File: config.mk
export PLATFORM = sky130hd
export DESIGN_NAME = vita_rx_top
export DESIGN_NICKNAME = d
export VERILOG_FILES = /design/src/rtl/vita_rx_pkg.sv /design/src/rtl/vita_rx_top.sv /design/src/rtl/vita_rx_framer.sv /design/src/rtl/vita_fifo.sv /design/src/rtl/setting_reg.sv
export VERILOG_INCLUDE_DIRS = /design/src /design/src/rtl
export SDC_FILE = /design/constraint.sdc
export NUM_CORES = 2
export LEC_CHECK = 0
export ABC_AREA = 1
export BUFFER_PORTS_ARGS = -buffer_cell sky130_fd_sc_hd__buf_4
export CAP_MARGIN = 20
export CORE_MARGIN = 2
export CORE_UTILIZATION = 50
export DETAILED_ROUTE_END_ITERATION = 6
export PLACE_DENSITY_LB_ADDON = 0.08
export SYNTH_ARGS = -nofsm -noshare
export SYNTH_HDL_FRONTEND = slang
export SYNTH_HIERARCHICAL = 1
export SYNTH_SLANG_ARGS = --single-unit
File: constraint.sdc
create_clock -name clk -period 22.8 [get_ports clk]
set_input_delay 1.14 -clock clk [delete_from_list [all_inputs] [get_ports clk]]
set_output_delay 1.14 -clock clk [all_outputs]
set_load 0.01 [all_outputs]
File: src/rtl/vita_rx_params.svh
`ifndef VITA_RX_PARAMS_SVH
`define VITA_RX_PARAMS_SVH

// base address of the framer settings block on the settings bus
`define VRX_BASE            0

// register offsets, each one 32-bit word
`define VRX_OFS_CLEAR       3   // any write empties the output FIFO
`define VRX_OFS_HEADER      4   // bits 31:20 go into the header line
`define VRX_OFS_STREAMID    5   // writing it also restarts the packet count
`define VRX_OFS_TRAILER     6
`define VRX_OFS_SPP         7   // samples per packet, low 16 bits used
`define VRX_OFS_NUMCHAN     8   // channels per sample, 1 to VRX_MAXCHAN

// widest sample word the framer accepts
`define VRX_MAXCHAN         4

// both FIFOs hold 2**4 = 16 entries
`define VRX_FIFO_DEPTH_LOG2 4

`endif
File: src/rtl/vita_rx_pkg.sv
`default_nettype none

`include "vita_rx_params.svh"

package vita_rx_pkg;

   // one timestamped sample from the receive controller
   typedef struct packed
   {
      logic [3:0]                    flags;      // overrun, broken chain, late cmd, cmd done
      logic [63:0]                   vita_time;  // seconds in 63:32, tics in 31:0
      logic [`VRX_MAXCHAN-1:0][31:0] chan;       // chan[0] sits in the low bits
   } sample_word_t;

   // one packet line toward the buffer pool
   typedef struct packed
   {
      logic        eof;
      logic        sof;
      logic [31:0] data;
   } pkt_line_t;

   // settings bus write, single cycle
   typedef struct packed
   {
      logic        stb;
      logic [7:0]  addr;
      logic [31:0] data;
   } set_bus_t;

   // error states are the normal ones with bit 3 set, code 8 is never used
   typedef enum logic [3:0]
   {
      vita_idle         = 4'd0,
      vita_header       = 4'd1,
      vita_streamid     = 4'd2,
      vita_secs         = 4'd3,
      vita_tics         = 4'd4,
      vita_tics2        = 4'd5,
      vita_payload      = 4'd6,
      vita_trailer      = 4'd7,
      vita_err_header   = 4'd9,
      vita_err_streamid = 4'd10,
      vita_err_secs     = 4'd11,
      vita_err_tics     = 4'd12,
      vita_err_tics2    = 4'd13,
      vita_err_payload  = 4'd14,
      vita_err_trailer  = 4'd15
   } framer_state_t;

endpackage

`default_nettype wire

File: src/rtl/vita_rx_top.sv
`default_nettype none

`include "vita_rx_params.svh"

module vita_rx_top
(
   input  wire                             clk,
   input  wire                             reset,
   input  wire vita_rx_pkg::set_bus_t      set_i,
   input  wire vita_rx_pkg::sample_word_t  sample_i,
   input  wire                             sample_valid_i,
   output logic                            sample_ready_o,
   output vita_rx_pkg::pkt_line_t          pkt_o,
   output logic                            pkt_valid_o,
   input  wire                             pkt_ready_i,
   output logic [`VRX_FIFO_DEPTH_LOG2:0]   fifo_occupied_o
);

   // between the sample FIFO and the framer
   vita_rx_pkg::sample_word_t sample_q;
   logic                      sample_q_valid;
   logic                      sample_q_ready;

   // absorbs controller bursts while the framer sends fixed lines
   vita_fifo #(.payload_t(vita_rx_pkg::sample_word_t), .DEPTH_LOG2(`VRX_FIFO_DEPTH_LOG2))
   i_sample_fifo
   (
      .clk        (clk),
      .reset      (reset),
      .clear_i    (1'b0),       // the clear register only reaches the packet side
      .data_i     (sample_i),
      .valid_i    (sample_valid_i),
      .ready_o    (sample_ready_o),
      .data_o     (sample_q),
      .valid_o    (sample_q_valid),
      .ready_i    (sample_q_ready),
      .occupied_o ()
   );

   vita_rx_framer i_framer
   (
      .clk             (clk),
      .reset           (reset),
      .set_i           (set_i),
      .sample_i        (sample_q),
      .sample_valid_i  (sample_q_valid),
      .sample_ready_o  (sample_q_ready),
      .pkt_o           (pkt_o),
      .pkt_valid_o     (pkt_valid_o),
      .pkt_ready_i     (pkt_ready_i),
      .fifo_occupied_o (fifo_occupied_o)
   );

endmodule

`default_nettype wire

File: src/rtl/vita_rx_framer.sv
`default_nettype none

`include "vita_rx_params.svh"

module vita_rx_framer
(
   input  wire                             clk,
   input  wire                             reset,
   input  wire vita_rx_pkg::set_bus_t      set_i,
   input  wire vita_rx_pkg::sample_word_t  sample_i,
   input  wire                             sample_valid_i,
   output logic                            sample_ready_o,
   output vita_rx_pkg::pkt_line_t          pkt_o,
   output logic                            pkt_valid_o,
   input  wire                             pkt_ready_i,
   output logic [`VRX_FIFO_DEPTH_LOG2:0]   fifo_occupied_o
);

   localparam int CH_W = $clog2(`VRX_MAXCHAN);

   logic [31:0]   hdr_set;
   logic [31:0]   streamid_set;
   logic [31:0]   trailer_set;
   logic [31:0]   spp_set;
   logic [31:0]   numchan_set;
   logic          clear_fifo;
   logic          clear_pkt_count;
   logic [15:0]   samples_per_packet;
   logic [15:0]   pkt_len;
   logic [CH_W:0] numchan;

   vita_rx_pkg::framer_state_t state;
   logic [CH_W-1:0]            phase;       // channel being written this cycle
   logic [15:0]                sample_ctr;  // counts from 1 within a packet
   logic [3:0]                 pkt_count;
   logic [31:0]                chan_word;
   logic                       last_chan;
   logic                       start_err;
   logic                       pkt_fifo_ready;
   logic                       req_write;
   vita_rx_pkg::pkt_line_t     line;

   setting_reg #(.my_addr(8'(`VRX_BASE + `VRX_OFS_CLEAR))) i_sr_clear
   (
      .clk       (clk),
      .reset     (reset),
      .set_i     (set_i),
      .out_o     (),
      .changed_o (clear_fifo)
   );

   setting_reg #(.my_addr(8'(`VRX_BASE + `VRX_OFS_HEADER))) i_sr_header
   (
      .clk       (clk),
      .reset     (reset),
      .set_i     (set_i),
      .out_o     (hdr_set),
      .changed_o ()
   );

   setting_reg #(.my_addr(8'(`VRX_BASE + `VRX_OFS_STREAMID))) i_sr_streamid
   (
      .clk       (clk),
      .reset     (reset),
      .set_i     (set_i),
      .out_o     (streamid_set),
      .changed_o (clear_pkt_count)
   );

   setting_reg #(.my_addr(8'(`VRX_BASE + `VRX_OFS_TRAILER))) i_sr_trailer
   (
      .clk       (clk),
      .reset     (reset),
      .set_i     (set_i),
      .out_o     (trailer_set),
      .changed_o ()
   );

   setting_reg #(.my_addr(8'(`VRX_BASE + `VRX_OFS_SPP))) i_sr_spp
   (
      .clk       (clk),
      .reset     (reset),
      .set_i     (set_i),
      .out_o     (spp_set),
      .changed_o ()
   );

   setting_reg #(.my_addr(8'(`VRX_BASE + `VRX_OFS_NUMCHAN)), .at_reset(32'd1)) i_sr_numchan
   (
      .clk       (clk),
      .reset     (reset),
      .set_i     (set_i),
      .out_o     (numchan_set),
      .changed_o ()
   );

   assign samples_per_packet = spp_set[15:0];
   assign pkt_len            = samples_per_packet + 16'd6;  // six fixed lines
   assign numchan            = numchan_set[CH_W:0];

   assign chan_word = sample_i.chan[phase];
   assign last_chan = ({1'b0, phase} == numchan - 1'b1);
   assign start_err = |sample_i.flags[3:1];  // cmd done alone is not an error

   // restarts on a stream id write
   always_ff @(posedge clk)
   begin
      if (reset || clear_pkt_count)
      begin
         pkt_count <= 4'd0;
      end
      else if (state == vita_rx_pkg::vita_trailer && pkt_fifo_ready)
      begin
         pkt_count <= pkt_count + 4'd1;
      end
   end

   always_ff @(posedge clk)
   begin
      if (reset)
      begin
         state      <= vita_rx_pkg::vita_idle;
         sample_ctr <= 16'd0;
         phase      <= '0;
      end
      else if (state == vita_rx_pkg::vita_idle)
      begin
         sample_ctr <= 16'd1;
         phase      <= '0;
         if (sample_valid_i)
         begin
            if (start_err)
               state <= vita_rx_pkg::vita_err_header;
            else
               state <= vita_rx_pkg::vita_header;
         end
      end
      else if (pkt_fifo_ready)  // full output FIFO freezes everything
      begin
         case (state)
            vita_rx_pkg::vita_payload:
            begin
               if (sample_valid_i)
               begin
                  if (last_chan)
                  begin
                     phase      <= '0;
                     sample_ctr <= sample_ctr + 16'd1;
                     // any flag ends the packet after this sample
                     if (sample_ctr == samples_per_packet || |sample_i.flags)
                        state <= vita_rx_pkg::vita_trailer;
                  end
                  else
                  begin
                     phase <= phase + 1'b1;
                  end
               end
            end
            vita_rx_pkg::vita_trailer, vita_rx_pkg::vita_err_trailer:
               state <= vita_rx_pkg::vita_idle;
            default:
               state <= vita_rx_pkg::framer_state_t'(state + 4'd1);  // walk the fixed lines
         endcase
      end
   end

   // payload lines wait for a sample, fixed lines always go
   always_comb
   begin
      case (state)
         vita_rx_pkg::vita_idle:    req_write = 1'b0;
         vita_rx_pkg::vita_payload: req_write = sample_valid_i;
         default:                   req_write = 1'b1;
      endcase
   end

   always_comb
   begin
      line = '0;
      case (state)
         vita_rx_pkg::vita_header, vita_rx_pkg::vita_err_header:
         begin
            line.sof  = 1'b1;
            line.data = {hdr_set[31:20], pkt_count, pkt_len};
         end
         vita_rx_pkg::vita_streamid, vita_rx_pkg::vita_err_streamid:
            line.data = streamid_set;
         vita_rx_pkg::vita_secs, vita_rx_pkg::vita_err_secs:
            line.data = sample_i.vita_time[63:32];
         vita_rx_pkg::vita_tics2, vita_rx_pkg::vita_err_tics2:
            line.data = sample_i.vita_time[31:0];
         vita_rx_pkg::vita_payload:
            line.data = chan_word;
         vita_rx_pkg::vita_err_payload:
            line.data = {28'd0, sample_i.flags};
         vita_rx_pkg::vita_trailer:
         begin
            line.eof  = 1'b1;
            line.data = trailer_set;
         end
         vita_rx_pkg::vita_err_trailer:
         begin
            line.sof  = 1'b1;  // error packets are flagged with sof on the trailer
            line.eof  = 1'b1;
            line.data = trailer_set;
         end
         default:
            line = '0;  // idle and tics lines carry zero
      endcase
   end

   // pop on the last channel line, or once the error packet is out
   assign sample_ready_o = pkt_fifo_ready &&
                           ((state == vita_rx_pkg::vita_payload && last_chan) ||
                            state == vita_rx_pkg::vita_err_trailer);

   vita_fifo #(.payload_t(vita_rx_pkg::pkt_line_t), .DEPTH_LOG2(`VRX_FIFO_DEPTH_LOG2)) i_pkt_fifo
   (
      .clk        (clk),
      .reset      (reset),
      .clear_i    (clear_fifo),
      .data_i     (line),
      .valid_i    (req_write),
      .ready_o    (pkt_fifo_ready),
      .data_o     (pkt_o),
      .valid_o    (pkt_valid_o),
      .ready_i    (pkt_ready_i),
      .occupied_o (fifo_occupied_o)
   );

   // channel count register bounds the payload phase
   a_phase_in_range: assert property (@(posedge clk) disable iff (reset)
      (state == vita_rx_pkg::vita_payload) |-> ({1'b0, phase} < numchan))
      else $error("vita_rx_framer: phase %0d not below channel count %0d", phase, numchan);

   a_state_legal: assert property (@(posedge clk) disable iff (reset)
      !$isunknown(state) && (state != 4'd8))
      else $error("vita_rx_framer: undefined state code");

endmodule

`default_nettype wire

File: src/rtl/vita_fifo.sv
`default_nettype none

module vita_fifo
#(
   parameter type payload_t  = logic [31:0],
   parameter int  DEPTH_LOG2 = 4
)
(
   input  wire                   clk,
   input  wire                   reset,
   input  wire                   clear_i,
   input  wire payload_t         data_i,
   input  wire                   valid_i,
   output logic                  ready_o,
   output payload_t              data_o,
   output logic                  valid_o,
   input  wire                   ready_i,
   output logic [DEPTH_LOG2:0]   occupied_o
);

   localparam int DEPTH = 1 << DEPTH_LOG2;
   localparam logic [DEPTH_LOG2:0] FULL_COUNT = DEPTH[DEPTH_LOG2:0];

   payload_t              mem [DEPTH];
   logic [DEPTH_LOG2-1:0] wr_ptr;
   logic [DEPTH_LOG2-1:0] rd_ptr;
   logic [DEPTH_LOG2:0]   count;
   logic                  do_push;
   logic                  do_pop;

   assign ready_o    = (count != FULL_COUNT);
   assign valid_o    = (count != '0);
   assign data_o     = mem[rd_ptr];   // head of queue, read without a register
   assign occupied_o = count;

   assign do_push = valid_i && ready_o;
   assign do_pop  = valid_o && ready_i;

   // storage only, pointers decide what is live
   always_ff @(posedge clk)
   begin
      if (do_push)
      begin
         mem[wr_ptr] <= data_i;
      end
   end

   always_ff @(posedge clk)
   begin
      if (reset || clear_i)
      begin
         wr_ptr <= '0;
         rd_ptr <= '0;
         count  <= '0;
      end
      else
      begin
         if (do_push)
         begin
            wr_ptr <= wr_ptr + 1'b1;  // wraps at DEPTH
         end
         if (do_pop)
         begin
            rd_ptr <= rd_ptr + 1'b1;
         end
         case ({do_push, do_pop})
            2'b10:   count <= count + 1'b1;
            2'b01:   count <= count - 1'b1;
            default: count <= count;   // both or neither
         endcase
      end
   end

   // a full queue has its write pointer lapped exactly onto the read pointer
   a_no_overflow: assert property (@(posedge clk) disable iff (reset || clear_i)
      (count == FULL_COUNT) |-> (wr_ptr == rd_ptr))
      else $error("vita_fifo: pointers apart while full");

   a_count_bound: assert property (@(posedge clk) disable iff (reset)
      occupied_o <= FULL_COUNT)
      else $error("vita_fifo: occupancy %0d above depth", occupied_o);

endmodule

`default_nettype wire

File: src/rtl/setting_reg.sv
`default_nettype none

module setting_reg
#(
   parameter logic [7:0]  my_addr  = 8'd0,
   parameter logic [31:0] at_reset = 32'd0
)
(
   input  wire                   clk,
   input  wire                   reset,
   input  wire vita_rx_pkg::set_bus_t set_i,
   output logic [31:0]           out_o,
   output logic                  changed_o
);

   logic hit;

   assign hit = set_i.stb && (set_i.addr == my_addr);

   always_ff @(posedge clk)
   begin
      if (reset)
      begin
         out_o     <= at_reset;
         changed_o <= 1'b0;
      end
      else
      begin
         if (hit)
         begin
            out_o <= set_i.data;
         end
         changed_o <= hit;  // high the cycle after the write lands
      end
   end

endmodule

`default_nettype wire

==> results_dict.tcl <==
set metrics [dict create \
    status "finished clean" \
    layout.nets 11900 \
    path_clk_slew_ps 60 \
    dr.pass1.iters 6 \
    cts-root-buf "clkbuf_16" \
    syn_to_final_growth_pct 12.0 \
    switching_share 0.237 \
    clockBufferDepth 4 \
    postRouteAntennaNets 0 \
    grt_overflow 0 \
    finalCritPeriodShare 0.324 \
    worst-path-buf-inv 6 \
    power_switching_mw 3.74 \
    vias 98800 \
    rows 202 \
    max_freq_ghz 0.135 \
    total_power_mw 15.8 \
    postSynthCellCount 11600 \
    clockPowerShare 0.403 \
    crit_slowest_cell "o22ai_1" \
    hold_path_class "primary input to flop" \
    cts_made_buffers 397 \
    setup-tns-final_ps 0 \
    route.detailed.drc 0 \
    layout_commonest_cell "edfxtp_1" \
    layout_common_cells "3680 x edfxtp_1, 2021 x nor2_1, 1790 x o21ai_0" \
    powerDensity_nw_per_um2 92.2 \
    finalSetupViolations 0 \
    ys_warn_count 6 \
    grt_pass1_vias 94300 \
    grt_max_degree 220 \
    antenna_found_initial 67 \
    critPathKind "flop to flop" \
    io_buffers 281 \
    hold_viol_final 0 \
    die_h_um 556 \
    grt_pass1_wl_um 658000 \
    slew_viol_final 0 \
    tritoncts "built" \
    rsz0062_at_grt "false" \
    cp_cell_sequence "inv_8 -> buf_12 -> buf_4 -> buf_4 -> buf_4 -> buf_4 -> o21ai_0 -> o221ai_1 -> nand3_1 -> nand2_1 -> o21ai_0 -> o22ai_1 -> nand2_1 -> nand4_1" \
    internal_power_mw 12.0 \
    pwr-share-comb 0.087 \
    start_util 0.503 \
    endpoint_kind "flop" \
    cp-start-kind "flop" \
    wl_um 459000 \
    fp.dieArea_um2 309000 \
    vdd.ir_drop.worst_uv 99.0 \
    clkSinkCount 3837 \
    first_iter_violations 12100 \
    arrival_ps 8020 \
    avgSynthCellArea_um2 13.1 \
    tightestPinTransition_ps 1200 \
    relSlewSlack 0.201 \
    p_leak_nw 56.4 \
    die_x_um 556 \
    postCtsHoldBufs 0 \
    wire_per_inst_um 28.7 \
    io_pins 282 \
    cp_common_cell "buf_4" \
    critPathRequiredTime_ps 23430 \
    gr-usage-all-layers 0.290 \
    fin_worst_skew_ps 43.8 \
    core_area_um2 303000 \
    htree_levels 5 \
    clock_latency_ps 960 \
    cts_resized 0 \
    gp_congestion 0.870 \
    synthesis.nets 11900 \
    fin_crit_ps 7380 \
    critical_path.top_delay_family "buffers and inverters" \
    drive_above_1_share 0.0933 \
    critPathMaxStageDelay_ps 930 \
    vias_per_cell 6.18 \
    maxCapViolCount 0 \
    synth_area_um2 152000 \
    power_frac_seq 0.510 \
    cts_setup_buffers 0 \
    crit_path_max_fanout 109 \
    dpl.hpwl_um 236000 \
]
-- through the flow --
stage	cells	util	worst slack (ps)	hold slack [ps]	instance area [um^2]
final	16000	0.564	15420	481	171000
after global routing	16000	0.564	15290	462	171000
after global placement	15200	0.521	15660	464	158000
after CTS	15900	0.563	15600	414	171000
after detailed placement	15200	0.521	15620	472	158000
after floorplan	11600	-	12340	452	152000
-- registers in the layout (all words and copies together), names as in the netlist, 5 cells and up, named ones only --
name                            count
i_sample_fifo/mem                3136
i_framer/i_pkt_fifo/mem           544
i_framer/i_sr_streamid/out_o       32
i_framer/i_sr_trailer/out_o        32
i_framer/i_sr_spp/out_o            16
i_framer/sample_ctr                16
i_framer/i_sr_header/out_o         12
i_framer/i_pkt_fifo/occupied_o      5
i_sample_fifo/occupied_o            5
-- layer usage --
metal,vias to the layer above,wire (um),track usage
met4,32,15700,0.0991
met1,50300,192000,0.410
li1,43500,-,-
met2,4126,216000,0.465
met3,764,34700,0.0378
met5,-,195,0
-- final cells by class --
| type | count | area (um^2) |
|---|---|---|
| timing repair buffer | 485 | 4020 |
| inverter | 377 | 1470 |
| antenna | 34 | 85.1 |
| multi-input combinational | 6542 | 33900 |
| clock buffer | 506 | 10600 |
| sequential | 3837 | 114000 |
| fill | 24300 | 132000 |
| clock inverter | 226 | 2100 |
| tap | 3978 | 4980 |
-- path summary, 6_finish.rpt --
kind | slack, ps | from | cells after the start | endpoint
worst max register to register | 15420 | flop | 14 | i_framer/i_pkt_fifo/mem[10][17]
worst min-delay path | 480 | sample_i[115] | 1 | i_sample_fifo/mem[4][115]
worst max-delay path | 15420 | flop | 14 | i_framer/i_pkt_fifo/mem[10][17]
worst min register to register | 480 | i_framer/i_sr_trailer/out_o[31] | 2 | i_framer/i_sr_trailer/out_o[31]
-- power by group through the flow --
stage / Clock, mW / Sequential [mW] / Combinational (mW)
after floorplan: 0 / 8.17 / 0.744
after global placement: 0 / 8.17 / 1.33
after detailed placement: 0 / 8.18 / 1.36
after CTS: 6.43 / 8.03 / 1.36
after global routing: 6.70 / 8.04 / 1.48
final: 6.35 / 8.03 / 1.37
Note: power is estimated with default switching activity, not from simulation.
